### config.mk
export PLATFORM = sky130hd
export DESIGN_NAME = ky11_top
export DESIGN_NICKNAME = d
export VERILOG_FILES = /design/src/ky11_bus_pkg.sv /design/src/ky11_host_pkg.sv /design/src/ky11_host_regs.sv /design/src/ky11_swr_slave.sv /design/src/ky11_dma_master.sv /design/src/ky11_top.sv
export VERILOG_INCLUDE_DIRS = /design/src /design/src/src
export SDC_FILE = /design/constraint.sdc
export NUM_CORES = 1
export LEC_CHECK = 0
export BUFFER_PORTS_ARGS = -buffer_cell sky130_fd_sc_hd__buf_2
export CELL_PAD_IN_SITES_DETAIL_PLACEMENT = 1
export CELL_PAD_IN_SITES_GLOBAL_PLACEMENT = 1
export CORE_AREA = 5 5 142 144
export CTS_CLUSTER_DIAMETER = 150
export CTS_CLUSTER_SIZE = 20
export DETAILED_ROUTE_END_ITERATION = 10
export DIE_AREA = 0 0 147 149
export PLACE_DENSITY_LB_ADDON = 0.1
export SLEW_MARGIN = 20
export SYNTH_ARGS = -nofsm -noshare
export SYNTH_HDL_FRONTEND = slang
export SYNTH_SLANG_ARGS = --single-unit
### constraint.sdc
create_clock -name CLOCK -period 4.2 [get_ports CLOCK]
set_clock_uncertainty 0.05 [all_clocks]
set_input_delay 0.21 -clock CLOCK [delete_from_list [all_inputs] [get_ports CLOCK]]
set_output_delay 0.21 -clock CLOCK [all_outputs]
set_load 0.005 [all_outputs]
### src/ky11_cfg.svh
`ifndef KY11_CFG_SVH
`define KY11_CFG_SVH

// unibus word address of the switch/light register
`define KY_SWR_ADDR 18'o777570

// identification word, 'KY' in the upper half
`define KY_ID_WORD 32'h4B592015

// npg must stay low this many cycles plus one
`define KY_GRANT_DEBOUNCE 4

// address to msyn wait, about 150ns at 100MHz
`define KY_MSYN_SETUP 15

// wait after ssyn arrives and again after msyn drops
`define KY_DESKEW 8

// give up on ssyn after this many cycles, about 10us
`define KY_SSYN_TIMEOUT 1000

// shared delay counter, must hold the timeout value
`define KY_DELAY_W 10

`define KY_ADDR_W 18
`define KY_DATA_W 16

`endif

### src/ky11_bus_pkg.sv
`include "ky11_cfg.svh"

package ky11_bus_pkg;

    // unibus c1:c0 cycle codes, c1 set means the master writes
    typedef enum logic [1:0] {
        DATI  = 2'd0,
        DATIP = 2'd1,
        DATO  = 2'd2,
        DATOB = 2'd3
    } bus_cycle_e;

    // bus lines as seen by the unit
    // syn_* are synchronized, del_* are also delayed for deskew
    typedef struct packed {
        logic [`KY_ADDR_W-1:0] a;
        bus_cycle_e            c;
        logic [`KY_DATA_W-1:0] d;
        logic                  pa;
        logic                  pb;
        logic                  bbsy;
        logic                  npg_l;
        logic                  syn_msyn;
        logic                  syn_ssyn;
        logic                  del_msyn;
        logic                  del_ssyn;
        logic                  init;
    } unibus_in_t;

    // bus lines driven by the unit, all active high except npg_l
    typedef struct packed {
        logic [`KY_ADDR_W-1:0] a;
        bus_cycle_e            c;
        logic [`KY_DATA_W-1:0] d;
        logic                  bbsy;
        logic                  msyn;
        logic                  ssyn;
        logic                  npr;
        logic                  sack;
        logic                  npg_l;
    } unibus_out_t;

    // DATO and DATOB both carry data from master to slave
    function automatic logic is_write(input bus_cycle_e c);
        return c[1];
    endfunction

endpackage

### src/ky11_host_pkg.sv
`include "ky11_cfg.svh"

package ky11_host_pkg;

    import ky11_bus_pkg::*;

    // host word addresses, 5..7 are unmapped
    typedef enum logic [2:0] {
        REG_ID   = 3'd0,
        REG_SWR  = 3'd1,
        REG_CTRL = 3'd2,
        REG_DMA  = 3'd3,
        REG_DATA = 3'd4
    } host_reg_e;

    // dma request from the register file
    // addr, cycle and wdata stay stable while the engine is busy
    typedef struct packed {
        logic [`KY_ADDR_W-1:0] addr;
        bus_cycle_e            cycle;
        logic [`KY_DATA_W-1:0] wdata;
        logic                  start;
    } dma_cmd_t;

    // engine state reported back to the host
    typedef struct packed {
        logic                  busy;
        logic                  timo;
        logic                  perr;
        logic [`KY_DATA_W-1:0] rdata;
    } dma_status_t;

endpackage

### src/ky11_host_regs.sv
`timescale 1ns/1ns
`include "ky11_cfg.svh"

module ky11_host_regs import ky11_bus_pkg::*, ky11_host_pkg::*; (
    input  logic                  CLOCK,
    input  logic                  rst_n,
    input  logic                  init,
    input  logic                  arm_write,
    input  host_reg_e             arm_waddr,
    input  logic [31:0]           arm_wdata,
    input  host_reg_e             arm_raddr,
    input  logic [`KY_DATA_W-1:0] lights,
    input  dma_status_t           dma_status,
    output logic [31:0]           arm_rdata,
    output logic [`KY_DATA_W-1:0] switches,
    output logic                  enable,
    output dma_cmd_t              dma_cmd
);

    logic [`KY_ADDR_W-1:0] dma_addr;
    bus_cycle_e            dma_cycle;
    logic [`KY_DATA_W-1:0] dma_data;
    logic                  start;
    logic                  busy_q;
    logic                  engaged;

    // the start pulse counts as busy, the engine sees it one edge later
    assign engaged = dma_status.busy | start;

    always_ff @(posedge CLOCK or negedge rst_n) begin
        if (!rst_n) begin
            switches <= '0;
            enable   <= 1'b0;
            start    <= 1'b0;
            busy_q   <= 1'b0;
        end else begin
            // start is a single cycle pulse
            start  <= 1'b0;
            busy_q <= dma_status.busy;
            if (arm_write) begin
                case (arm_waddr)
                    REG_SWR:  switches <= arm_wdata[15:0];
                    REG_CTRL: enable <= arm_wdata[31];
                    // bit 29 kicks off a cycle, never during bus init
                    REG_DMA:  if (!engaged) start <= arm_wdata[29] & ~init;
                    default:  ;
                endcase
            end
        end
    end

    // dma address, cycle and data
    always_ff @(posedge CLOCK) begin
        // end of cycle, pick up read data (write data comes back unchanged)
        if (busy_q && !dma_status.busy) begin
            dma_data <= dma_status.rdata;
        end
        if (arm_write && !engaged) begin
            case (arm_waddr)
                REG_DMA: begin
                    dma_addr  <= arm_wdata[17:0];
                    dma_cycle <= bus_cycle_e'(arm_wdata[27:26]);
                end
                REG_DATA: dma_data <= arm_wdata[15:0];
                default:  ;
            endcase
        end
    end

    assign dma_cmd = '{addr: dma_addr, cycle: dma_cycle, wdata: dma_data, start: start};

    // read mux, purely combinational from arm_raddr
    always_comb begin
        case (arm_raddr)
            REG_ID:   arm_rdata = `KY_ID_WORD;
            // lights read-only in the upper half
            REG_SWR:  arm_rdata = {lights, switches};
            REG_CTRL: arm_rdata = {enable, 31'b0};
            // busy in 31:29 reads as 1 while active
            REG_DMA:  arm_rdata = {2'b00, engaged, dma_status.timo, dma_cycle,
                                   dma_status.perr, 7'b0, dma_addr};
            REG_DATA: arm_rdata = {16'b0, dma_data};
            default:  arm_rdata = 32'hDEADBEEF;
        endcase
    end

    // host never restarts an engine that is still running a cycle
    a_no_start_busy: assert property (@(posedge CLOCK) disable iff (!rst_n)
        dma_cmd.start |-> !dma_status.busy)
        else $error("start pulsed while dma engine busy");

endmodule

### src/ky11_swr_slave.sv
`timescale 1ns/1ns
`include "ky11_cfg.svh"

module ky11_swr_slave import ky11_bus_pkg::*; (
    input  logic                  CLOCK,
    input  logic                  rst_n,
    input  unibus_in_t            bus_in,
    input  logic                  enable,
    input  logic [`KY_DATA_W-1:0] switches,
    output logic [`KY_DATA_W-1:0] lights,
    output logic                  ssyn,
    output logic [`KY_DATA_W-1:0] swr_data
);

    logic hit;

    // word address match, byte bit ignored
    assign hit = enable && ({bus_in.a[`KY_ADDR_W-1:1], 1'b0} == `KY_SWR_ADDR);

    always_ff @(posedge CLOCK or negedge rst_n) begin
        if (!rst_n) begin
            lights   <= '0;
            ssyn     <= 1'b0;
            swr_data <= '0;
        end else if (bus_in.init) begin
            ssyn     <= 1'b0;
            swr_data <= '0;
        end else if (!bus_in.del_msyn) begin
            // master finished, let go of the bus
            ssyn     <= 1'b0;
            swr_data <= '0;
        end else if (hit && !ssyn) begin
            ssyn <= 1'b1;
            if (is_write(bus_in.c)) begin
                // DATOB writes one byte, a0 picks the high byte
                if (bus_in.c != DATOB || bus_in.a[0]) begin
                    lights[15:8] <= bus_in.d[15:8];
                end
                if (bus_in.c != DATOB || !bus_in.a[0]) begin
                    lights[7:0] <= bus_in.d[7:0];
                end
            end else begin
                swr_data <= switches;
            end
        end
    end

    // a disabled register never answers the bus
    a_ssyn_enabled: assert property (@(posedge CLOCK) disable iff (!rst_n)
        $rose(ssyn) |-> $past(enable))
        else $error("ssyn rose with enable low");

endmodule

### src/ky11_dma_master.sv
`timescale 1ns/1ns
`include "ky11_cfg.svh"

module ky11_dma_master import ky11_bus_pkg::*, ky11_host_pkg::*; (
    input  logic        CLOCK,
    input  logic        rst_n,
    input  logic        turbo,
    input  unibus_in_t  bus_in,
    input  dma_cmd_t    dma_cmd,
    output dma_status_t dma_status,
    output unibus_out_t bus_out
);

    localparam logic [`KY_DELAY_W-1:0] GRANT_CNT = `KY_DELAY_W'(`KY_GRANT_DEBOUNCE);
    localparam logic [`KY_DELAY_W-1:0] SETUP_CNT = `KY_DELAY_W'(`KY_MSYN_SETUP);
    localparam logic [`KY_DELAY_W-1:0] DESKW_CNT = `KY_DELAY_W'(`KY_DESKEW);
    localparam logic [`KY_DELAY_W-1:0] TIMO_CNT  = `KY_DELAY_W'(`KY_SSYN_TIMEOUT);

    typedef enum logic [2:0] {
        IDLE,
        ARBITRATE,
        BUS_WAIT,
        ADDR_SETUP,
        WAIT_SSYN,
        READ_DESKEW,
        RELEASE
    } dma_state_e;

    dma_state_e            state;
    logic [`KY_DELAY_W-1:0] dly;
    logic [`KY_ADDR_W-1:0] a_q;
    bus_cycle_e            c_q;
    logic [`KY_DATA_W-1:0] d_q;
    logic                  bbsy_q;
    logic                  msyn_q;
    logic                  npr_q;
    logic                  sack_q;
    logic                  timo_q;
    logic                  perr_q;
    logic [`KY_DATA_W-1:0] rdata_q;

    always_ff @(posedge CLOCK or negedge rst_n) begin
        if (!rst_n) begin
            state  <= IDLE;
            dly    <= '0;
            a_q    <= '0;
            c_q    <= DATI;
            d_q    <= '0;
            bbsy_q <= 1'b0;
            msyn_q <= 1'b0;
            npr_q  <= 1'b0;
            sack_q <= 1'b0;
            timo_q <= 1'b0;
            perr_q <= 1'b0;
        end else if (bus_in.init) begin
            // bus init aborts whatever is in flight, timo stays as is
            state  <= IDLE;
            dly    <= '0;
            a_q    <= '0;
            c_q    <= DATI;
            d_q    <= '0;
            bbsy_q <= 1'b0;
            msyn_q <= 1'b0;
            npr_q  <= 1'b0;
            sack_q <= 1'b0;
        end else begin
            case (state)
                IDLE: begin
                    dly <= '0;
                    if (dma_cmd.start) begin
                        // timo stays set unless the cycle ends cleanly
                        timo_q <= 1'b1;
                        perr_q <= 1'b0;
                        state  <= ARBITRATE;
                    end
                end
                // raise npr, then want npg low for GRANT_CNT+1 cycles in a row
                ARBITRATE: begin
                    if (!npr_q) begin
                        npr_q <= 1'b1;
                        dly   <= '0;
                    end else if (bus_in.npg_l) begin
                        dly <= '0;
                    end else if (dly != GRANT_CNT) begin
                        dly <= dly + 1'b1;
                    end else begin
                        sack_q <= 1'b1;
                        state  <= BUS_WAIT;
                    end
                end
                // previous master must be completely off the bus
                BUS_WAIT: begin
                    if (!bus_in.bbsy && !bus_in.syn_msyn && !bus_in.syn_ssyn) begin
                        a_q    <= dma_cmd.addr;
                        c_q    <= dma_cmd.cycle;
                        d_q    <= is_write(dma_cmd.cycle) ? dma_cmd.wdata : '0;
                        bbsy_q <= 1'b1;
                        npr_q  <= 1'b0;
                        dly    <= '0;
                        state  <= ADDR_SETUP;
                    end
                end
                ADDR_SETUP: begin
                    sack_q <= 1'b0;
                    if (dly != SETUP_CNT && !turbo) begin
                        dly <= dly + 1'b1;
                    end else begin
                        msyn_q <= 1'b1;
                        dly    <= '0;
                        state  <= WAIT_SSYN;
                    end
                end
                WAIT_SSYN: begin
                    if (bus_in.del_ssyn) begin
                        dly   <= '0;
                        state <= READ_DESKEW;
                    end else if (dly != TIMO_CNT) begin
                        dly <= dly + 1'b1;
                    end else begin
                        // nobody answered, release everything
                        a_q    <= '0;
                        c_q    <= DATI;
                        d_q    <= '0;
                        bbsy_q <= 1'b0;
                        msyn_q <= 1'b0;
                        state  <= IDLE;
                    end
                end
                READ_DESKEW: begin
                    if (dly != DESKW_CNT && !turbo) begin
                        dly <= dly + 1'b1;
                    end else begin
                        // KD11-E parity rule: pa low with pb high
                        if (!is_write(c_q)) begin
                            perr_q <= ~bus_in.pa & bus_in.pb;
                        end
                        msyn_q <= 1'b0;
                        dly    <= '0;
                        state  <= RELEASE;
                    end
                end
                RELEASE: begin
                    if (dly != DESKW_CNT && !turbo) begin
                        dly <= dly + 1'b1;
                    end else if (!bus_in.del_ssyn) begin
                        a_q    <= '0;
                        c_q    <= DATI;
                        d_q    <= '0;
                        bbsy_q <= 1'b0;
                        timo_q <= 1'b0;
                        state  <= IDLE;
                    end
                end
                default: state <= IDLE;
            endcase
        end
    end

    // data register, preloaded with write data so a write or timeout returns it unchanged
    always_ff @(posedge CLOCK) begin
        if (state == IDLE && dma_cmd.start) begin
            rdata_q <= dma_cmd.wdata;
        end else if (state == READ_DESKEW && (dly == DESKW_CNT || turbo) && !is_write(c_q)) begin
            rdata_q <= bus_in.d;
        end
    end

    assign dma_status = '{busy: state != IDLE, timo: timo_q, perr: perr_q, rdata: rdata_q};

    // slave side lines belong to the top
    assign bus_out = '{a: a_q, c: c_q, d: d_q, bbsy: bbsy_q, msyn: msyn_q,
                       ssyn: 1'b0, npr: npr_q, sack: sack_q, npg_l: 1'b0};

    a_msyn_bbsy: assert property (@(posedge CLOCK) disable iff (!rst_n)
        msyn_q |-> bbsy_q)
        else $error("msyn asserted without bbsy");

    // npr has to be gone once we are bus master
    a_npr_bbsy: assert property (@(posedge CLOCK) disable iff (!rst_n)
        bbsy_q |-> !npr_q)
        else $error("npr still high while holding bbsy");

endmodule

### src/ky11_top.sv
`timescale 1ns/1ns

module ky11_top import ky11_bus_pkg::*, ky11_host_pkg::*; (
    input  logic        CLOCK,
    input  logic        rst_n,
    input  logic        turbo,
    input  logic        arm_write,
    input  logic [2:0]  arm_waddr,
    input  logic [31:0] arm_wdata,
    input  logic [2:0]  arm_raddr,
    output logic [31:0] arm_rdata,
    input  unibus_in_t  bus_in,
    output unibus_out_t bus_out
);

    logic [15:0] switches;
    logic [15:0] lights;
    logic [15:0] swr_data;
    logic        enable;
    logic        swr_ssyn;
    dma_cmd_t    dma_cmd;
    dma_status_t dma_status;
    unibus_out_t mst_out;

    ky11_host_regs u_regs (
        .CLOCK      (CLOCK),
        .rst_n      (rst_n),
        .init       (bus_in.init),
        .arm_write  (arm_write),
        .arm_waddr  (host_reg_e'(arm_waddr)),
        .arm_wdata  (arm_wdata),
        .arm_raddr  (host_reg_e'(arm_raddr)),
        .lights     (lights),
        .dma_status (dma_status),
        .arm_rdata  (arm_rdata),
        .switches   (switches),
        .enable     (enable),
        .dma_cmd    (dma_cmd)
    );

    ky11_swr_slave u_swr (
        .CLOCK    (CLOCK),
        .rst_n    (rst_n),
        .bus_in   (bus_in),
        .enable   (enable),
        .switches (switches),
        .lights   (lights),
        .ssyn     (swr_ssyn),
        .swr_data (swr_data)
    );

    ky11_dma_master u_dma (
        .CLOCK      (CLOCK),
        .rst_n      (rst_n),
        .turbo      (turbo),
        .bus_in     (bus_in),
        .dma_cmd    (dma_cmd),
        .dma_status (dma_status),
        .bus_out    (mst_out)
    );

    // both data drivers idle at zero, so OR them onto the bus
    // npg is blocked while our own npr is up
    always_comb begin
        bus_out       = mst_out;
        bus_out.d     = mst_out.d | swr_data;
        bus_out.ssyn  = swr_ssyn;
        bus_out.npg_l = mst_out.npr ? 1'b1 : bus_in.npg_l;
    end

endmodule

## Word level (Yosys, flattened, before mapping)

Cells that the tools add are included.

| cells by class | value |
|---|---|
| bitwise operators | 6 |
| $add $sub $neg | 1 |
| reductions and logical operators | 48 |
| multiplexer cells | 88 |
| eq/ne operators | 43 |

Operators by type and width:

| kind | number |
|---|---|
| 16-bit two-way mux | 16 |
| 32-bit one-hot mux with 5 select lines | 1 |
| 18-bit two-way mux | 6 |
| 10-bit two-way mux | 10 |
| 10-bit one-hot mux with 7 select lines | 1 |
| 18-bit one-hot mux with 3 select lines | 1 |
| 16-bit one-hot mux with 3 select lines | 1 |
| 3-bit two-way mux | 12 |
| 3-bit != test (second input constant) | 10 |
| 5-bit AND reduction | 6 |
| 1-bit two-way mux | 26 |
| 3-bit one-hot mux with 7 select lines | 1 |
| 10-bit by 4-bit != test with 1-bit output (second input constant) | 2 |
| 3-bit by 2-bit equality test with 1-bit output (second input constant) | 6 |
| 17-bit equality test (second input constant) | 1 |
| 16-bit OR | 1 |
| 3-bit equality test (second input constant) | 5 |
| 2-bit two-way mux | 6 |
| 2-bit != test (second input constant) | 6 |
| 3-bit by 2-bit != test with 1-bit output (second input constant) | 4 |
| 1-bit logical AND | 11 |
| 10-bit by 1-bit adder with 10-bit output (second input constant) | 1 |
| 10-bit by 4-bit equality test with 1-bit output (second input constant) | 1 |
| 10-bit != test (second input constant) | 1 |
| 22 further kinds | 50 |

| storage, ports and cells | value |
|---|---|
| register bits after elaboration | 159 |
| input port bits | 87 |

## Logic depth before layout (Yosys ltp)

| logic depth | value |
|---|---|
| word-level depth | 6 |
| depth in mapped cells | 10 |

## Hierarchy

From an unflattened synthesis, not the netlist that was laid out.

| second synthesis, totals | value |
|---|---|
| cell total of the unflattened synthesis | 717 |
| area, all modules | 8215.4 µm² |

By module, submodules not included:

| module | instances | cells each | area an instance (µm²) |
|---|---|---|---|
| ky11_dma_master | 1 | 339 | 3774.9 |
| ky11_host_regs | 1 | 230 | 2831.5 |
| ky11_swr_slave | 1 | 130 | 1495.2 |
| ky11_top | 1 | 18 | 113.9 |

## Worst setup path after synthesis

OpenSTA, ideal clock, no wires.

| timing | value |
|---|---|
| path type | reg-to-reg |
| start | register u_dma.dly[4] |
| end | register u_dma.perr_q |
| period minus slack after synthesis | 2.984 ns |
| data arrival time | 2.810 ns |
| stages on the path, launching flop included | 6 |
| path slack | 1.216 ns |
| path buffers | 0 |
| required time | 4.025 ns |
| library setup time | 0.125 ns |
| path through | dfrtp_1 -> nor4_2 -> a31oi_1 -> o31ai_1 -> nand2b_1 -> mux2_2 |

| on the way | value |
|---|---|
| longest elaborated chain between the ends | 4 |

RTL lines:

| item | RTL line | text |
|---|---|---|
| start, declared | ky11_dma_master.sv:30 | `` logic [`KY_DELAY_W-1:0] dly; `` |
| start signal, assigned | ky11_dma_master.sv:85 | `dly <= dly + 1'b1;` |
| start signal, assigned | ky11_dma_master.sv:106 | `dly <= dly + 1'b1;` |
| start signal, assigned | ky11_dma_master.sv:118 | `dly <= dly + 1'b1;` |
| 10-bit by 4-bit != test with 1-bit output | ky11_dma_master.sv:130 | `if (dly != DESKW_CNT && !turbo) begin` |
| 1-bit logical AND | ky11_dma_master.sv:130 |  |
| 2-bit != test (no source line) | -- |  |
| 5-bit AND reduction (no source line) | -- |  |
| end signal, assigned | ky11_dma_master.sv:135 | `perr_q <= ~bus_in.pa & bus_in.pb;` |
| end, declared | ky11_dma_master.sv:39 | `logic perr_q;` |

Every way passes these cells.
A chain may end at the register's enable or synchronous reset.

## Worst setup path after layout

| timing | value |
|---|---|
| start | register u_dma.dly[0] |
| end | register u_dma.d_q[11] |

| on the way | value |
|---|---|
| longest elaborated chain between the ends | 4 |
| elaborated cells on any way between the ends | 6 |
| those cells by class | eq/ne (4); reduce/logical (2) |

RTL lines:

| item | RTL line | text |
|---|---|---|
| 10-bit by 4-bit != test with 1-bit output | ky11_dma_master.sv:143 | `if (dly != DESKW_CNT && !turbo) begin` |
| 1-bit logical AND | ky11_dma_master.sv:143 |  |
| 3-bit != test (no source line) | -- |  |
| 6-bit AND reduction (no source line) * | -- |  |
| end signal, assigned | ky11_dma_master.sv:96 | `d_q <= is_write(dma_cmd.cycle) ? dma_cmd.wdata : '0;` |
| end, declared | ky11_dma_master.sv:33 | `` logic [`KY_DATA_W-1:0] d_q; `` |

Every way passes the cells marked *; elsewhere a longest branch is shown, timed or not.

==> qor.csv <==
stage,metric,value,unit
outcome,status,finished clean,
detailed_routing,Initial DRC Count,453,
floorplanning,DIE AREA,0.0219,sq mm
floorplanning,Site Rows,50,
setup_path,crit-path cells,inv_1 -> ha_1 -> and3b_1 -> a31oi_1 -> and4_1 -> a21o_2 -> buf_4 -> o21ai_0,
placed_design,worst slack at placement,1.12,ns
timing,setup TNS,0,ns
synthesis,Synth Instances,754,
clock_network,CTS sink count,159,
placed_design,GPL Wtd Cong,0.837,
grt,GRT Util Overall,0.230,
timing,Setup-failing EPs final,0,
setup_path,"Req. time, crit path",4.44,ns
floorplanning,Initial Utilization,0.413,
clock_network,"Clk pin slew, worst setup/hold paths",0.06,ns
layout,ratio of cells with drive above 1 in the final layout,0.298,
detailed_routing,iteration count of the initial detailed-routing pass,5,
timing,Max Fclk,0.320,GHz
setup_path,CP max stage delay,0.67,ns
synthesis,total nets after synthesis,843,
detailed_routing,WL final,24.9,mm
timing,final setup margin,1.07,ns
synthesis,"FF+latch count, synth",159,
grt,number of global-route vias before repair,6694,
synthesis,post-synthesis async set-or-reset flop share,0.673,
power,leakage,0.00421,uW
clock_network,clk root buf,clkbuf_16,
timing,min Tclk post-route,3.13,ns
grt,first-pass GRT wire length,38.9,mm
grt,initial antenna violation count,1,
synthesis,Synthesis Warnings,0,
synthesis,post-synthesis sequential area ratio,0.532,
floorplanning,Die Width,147,microns
detailed_routing,via count,6288,
layout,Antenna Cells,0,
grt,largest net degree at the start of global routing,76,
floorplanning,Die Ht,149,microns
setup_path,"slowest stage cell, crit path",a21o_2,
synthesis,Mapped Avg Cell Area,10.2,sq um
synthesis,post-synthesis cell area,0.00767,sq mm
placed_design,post-DP HPWL,17.4,mm
setup_path,CP arrival,3.37,ns
detailed_routing,via/cell ratio,5.52,
layout,# fillers,2099,
timing,Tcrit/Tclk final,0.745,
synthesis,ys flop type,dfrtp_1,
detailed_routing,wire per inst,21.9,microns
setup_path,crit-path max FO,46,
clock_network,Clock H-tree levels,4,
setup_path,Setup Crit Path Kind,flop to flop,
layout,NumNets Final,982,
timing,Max-slew headroom,0.271,
floorplanning,Ports,161,
detailed_routing,Antenna Nets Post-Route,0,
setup_path,Critical Path Source Type,flop,
power,peak supply drop,0.000304,V
grt,gr ovfl total,0,
layout,Synth-to-Final Area Change,21.6,%
job,number of max-cap violations,0,
clock_network,CTS Buffer Depth,2,
clock_network,clk_lat worst skew,0.43,ns
synthesis,"Distinct cells, synth",63,
clock_network,Num CTS Buffers,17,
power,Power Dens Cells,502,mW/mm^2
timing,RSZ-0062 raised after global routing,false,
floorplanning,core area,0.0186,sq mm
placed_design,Port Buf Inserts,150,
hold_path,Hold Path Class,primary input to flop,
setup_path,Worst setup EP type,flop,
timing,Slew Limit Fails,0,
synthesis,"EDFF count, synth",36,
clock_network,CTS tree,yes,
timing,Fin. Hold Viols,0,
timing,worst slew pin tran,1.09,ns
detailed_routing,drc violations,0,
==> metrics by stage <==
stage | utilization | cells | area [sq um] | total power (uW) | hold WS [ns]
4_1_cts | 0.502 | 1140 | 9330 | 4710 | 0.00119
3_3_place_gp | 0.453 | 1077 | 8410 | 3040 | 0.339
3_5_place_dp | 0.453 | 1077 | 8410 | 3080 | 0.338
2_1_floorplan | - | 754 | 7670 | 2700 | -0.136
5_1_grt | 0.502 | 1140 | 9330 | 4920 | 0.00666
6_report | 0.502 | 1140 | 9330 | 4690 | 0.0155
==> cell usage in the layout (no fill, tap or decap), types with 8 or more instances in the layout <==
cell           synthesis  final
edfxtp_1              36     36
dfrtp_1              107    107
o22ai_1               12     12
o21ai_0               66     66
a22oi_1               11     11
or2_2                 17     17
mux2i_1               21     21
nor2b_1               14     14
dfxtp_1               16     16
buf_2                  9    149
nor2_1                40     39
nand2_1              122    122
a22o_1                 8      8
a21oi_1               49     49
clkbuf_16              0     19
inv_1                 14     14
mux2_2                52     52
dlygate4sd3_1          0     31
nand3_1                8      8
buf_4                 25     10
==> registers in the layout, summed over array words and instances, names as in the netlist, 2 cells and up <==
| signal | cells |
|---|---|
| u_regs.dma_addr | 18 |
| u_regs.dma_data | 16 |
| u_dma.d_q | 16 |
| u_regs.switches | 16 |
| u_dma.rdata_q | 16 |
| u_swr.swr_data | 16 |
| u_swr.lights | 16 |
| u_dma.a_q | 18 |
| u_dma.state | 3 |
| u_dma.c_q | 2 |
| u_dma.dly | 10 |
| u_regs.dma_cycle | 2 |
==> Yosys cell counts, drive strengths merged (2+ instances only) <==
library cell / number / area share
buf: 38 / 0.033
or3: 2 / 0.0016
nand4: 4 / 0.0033
and4: 3 / 0.0034
edfxtp: 36 / 0.14
or2: 17 / 0.014
nor3b: 2 / 0.0020
clkbuf: 33 / 0.017
a21oi: 50 / 0.033
a22o: 8 / 0.0091
mux2: 53 / 0.078
nor3: 6 / 0.0054
nor2: 40 / 0.020
nand2: 123 / 0.061
nor2b: 14 / 0.011
o22a: 3 / 0.0034
ha: 2 / 0.0033
mux2i: 21 / 0.027
and2: 2 / 0.0016
dfxtp: 16 / 0.042
a31oi: 6 / 0.0049
nand4b: 2 / 0.0023
a211oi: 2 / 0.0020
nor4: 4 / 0.0080
o2bb2ai: 2 / 0.0023
nand3: 8 / 0.0052
a211o: 2 / 0.0023
and3: 7 / 0.0057
and3b: 2 / 0.0023
o31ai: 3 / 0.0029
a21boi: 3 / 0.0029
a22oi: 11 / 0.011
a311oi: 2 / 0.0023
o211ai: 2 / 0.0020
a21o: 3 / 0.0029
dfrtp: 107 / 0.35
o21a: 4 / 0.0039
inv: 15 / 0.0073
o22ai: 12 / 0.0098
nand2b: 5 / 0.0041
o21ai: 70 / 0.046
==> worst paths after layout <==
check,startpoint,end,slack [ns],cells after the start
worst max register to register,u_dma.dly[0],u_dma.d_q[11],1.07,8
min in group asynchronous,rst_n,u_dma.state[0],0.33,2
worst max-delay path,u_dma.dly[0],u_dma.d_q[11],1.07,8
max in group asynchronous,rst_n,u_regs.switches[9],2.80,3
worst min register to register,u_dma.d_q[15],u_dma.d_q[15],0.42,2
worst min-delay path,bus_in[9],u_swr.lights[0],0.02,2
==> repair_timing <==
item                                   in CTS  in global routing
endpoints found under the hold margin     107                  0
buffers inserted                            0                  0
gates resized for setup                     0                  0
hold buffers                               31                  0
==> worst max-delay path, delay by kind of cell, from the launching register on <==
family	cells	cell delay (ns)
flip-flops	1	0.40
AO/OA/AOI/OAI	3	1.26
adder cells (fa/ha/maj)	1	0.21
AND/OR/NAND/NOR	2	0.57
buffers and inverters	2	0.46
==> report_power, final <==
group	total [uW]	leakage [uW]	switching (uW)	internal, uW
combinational	1030	0.00203	562	465
clock	1600	0.000293	637	960
sequential	2060	0.00188	259	1800
total	4690	0.00421	1460	3230
==> logic make-up after synthesis <==
family / share of synthesized area
flops: 0.532
buf+inv: 0.0586
fa+ha+maj: 0.00326
mux: 0.105
compound gates: 0.146
simple gates: 0.156
==> per-layer routing <==
| layer | up-vias | wire, microns | global-route usage |
|---|---|---|---|
| li1 | 2927 | - | - |
| met1 | 3163 | 10900 | 0.293 |
| met2 | 167 | 12600 | 0.400 |
| met3 | 29 | 995 | 0.0383 |
| met4 | 2 | 392 | 0.0736 |
| met5 | - | 13 | 0 |
==> cell type report <==
type	count	area (sq um)	area share
clock inverters	9	104	0.0111
repair buffers	191	1140	0.122
multi-input cells	508	3150	0.338
clock buffers	23	500	0.0536
flip-flops and latches	159	4080	0.437
well taps	234	293	0.0314
inverters	16	60.1	0.00644
Note: power is estimated with default switching activity, not from simulation.
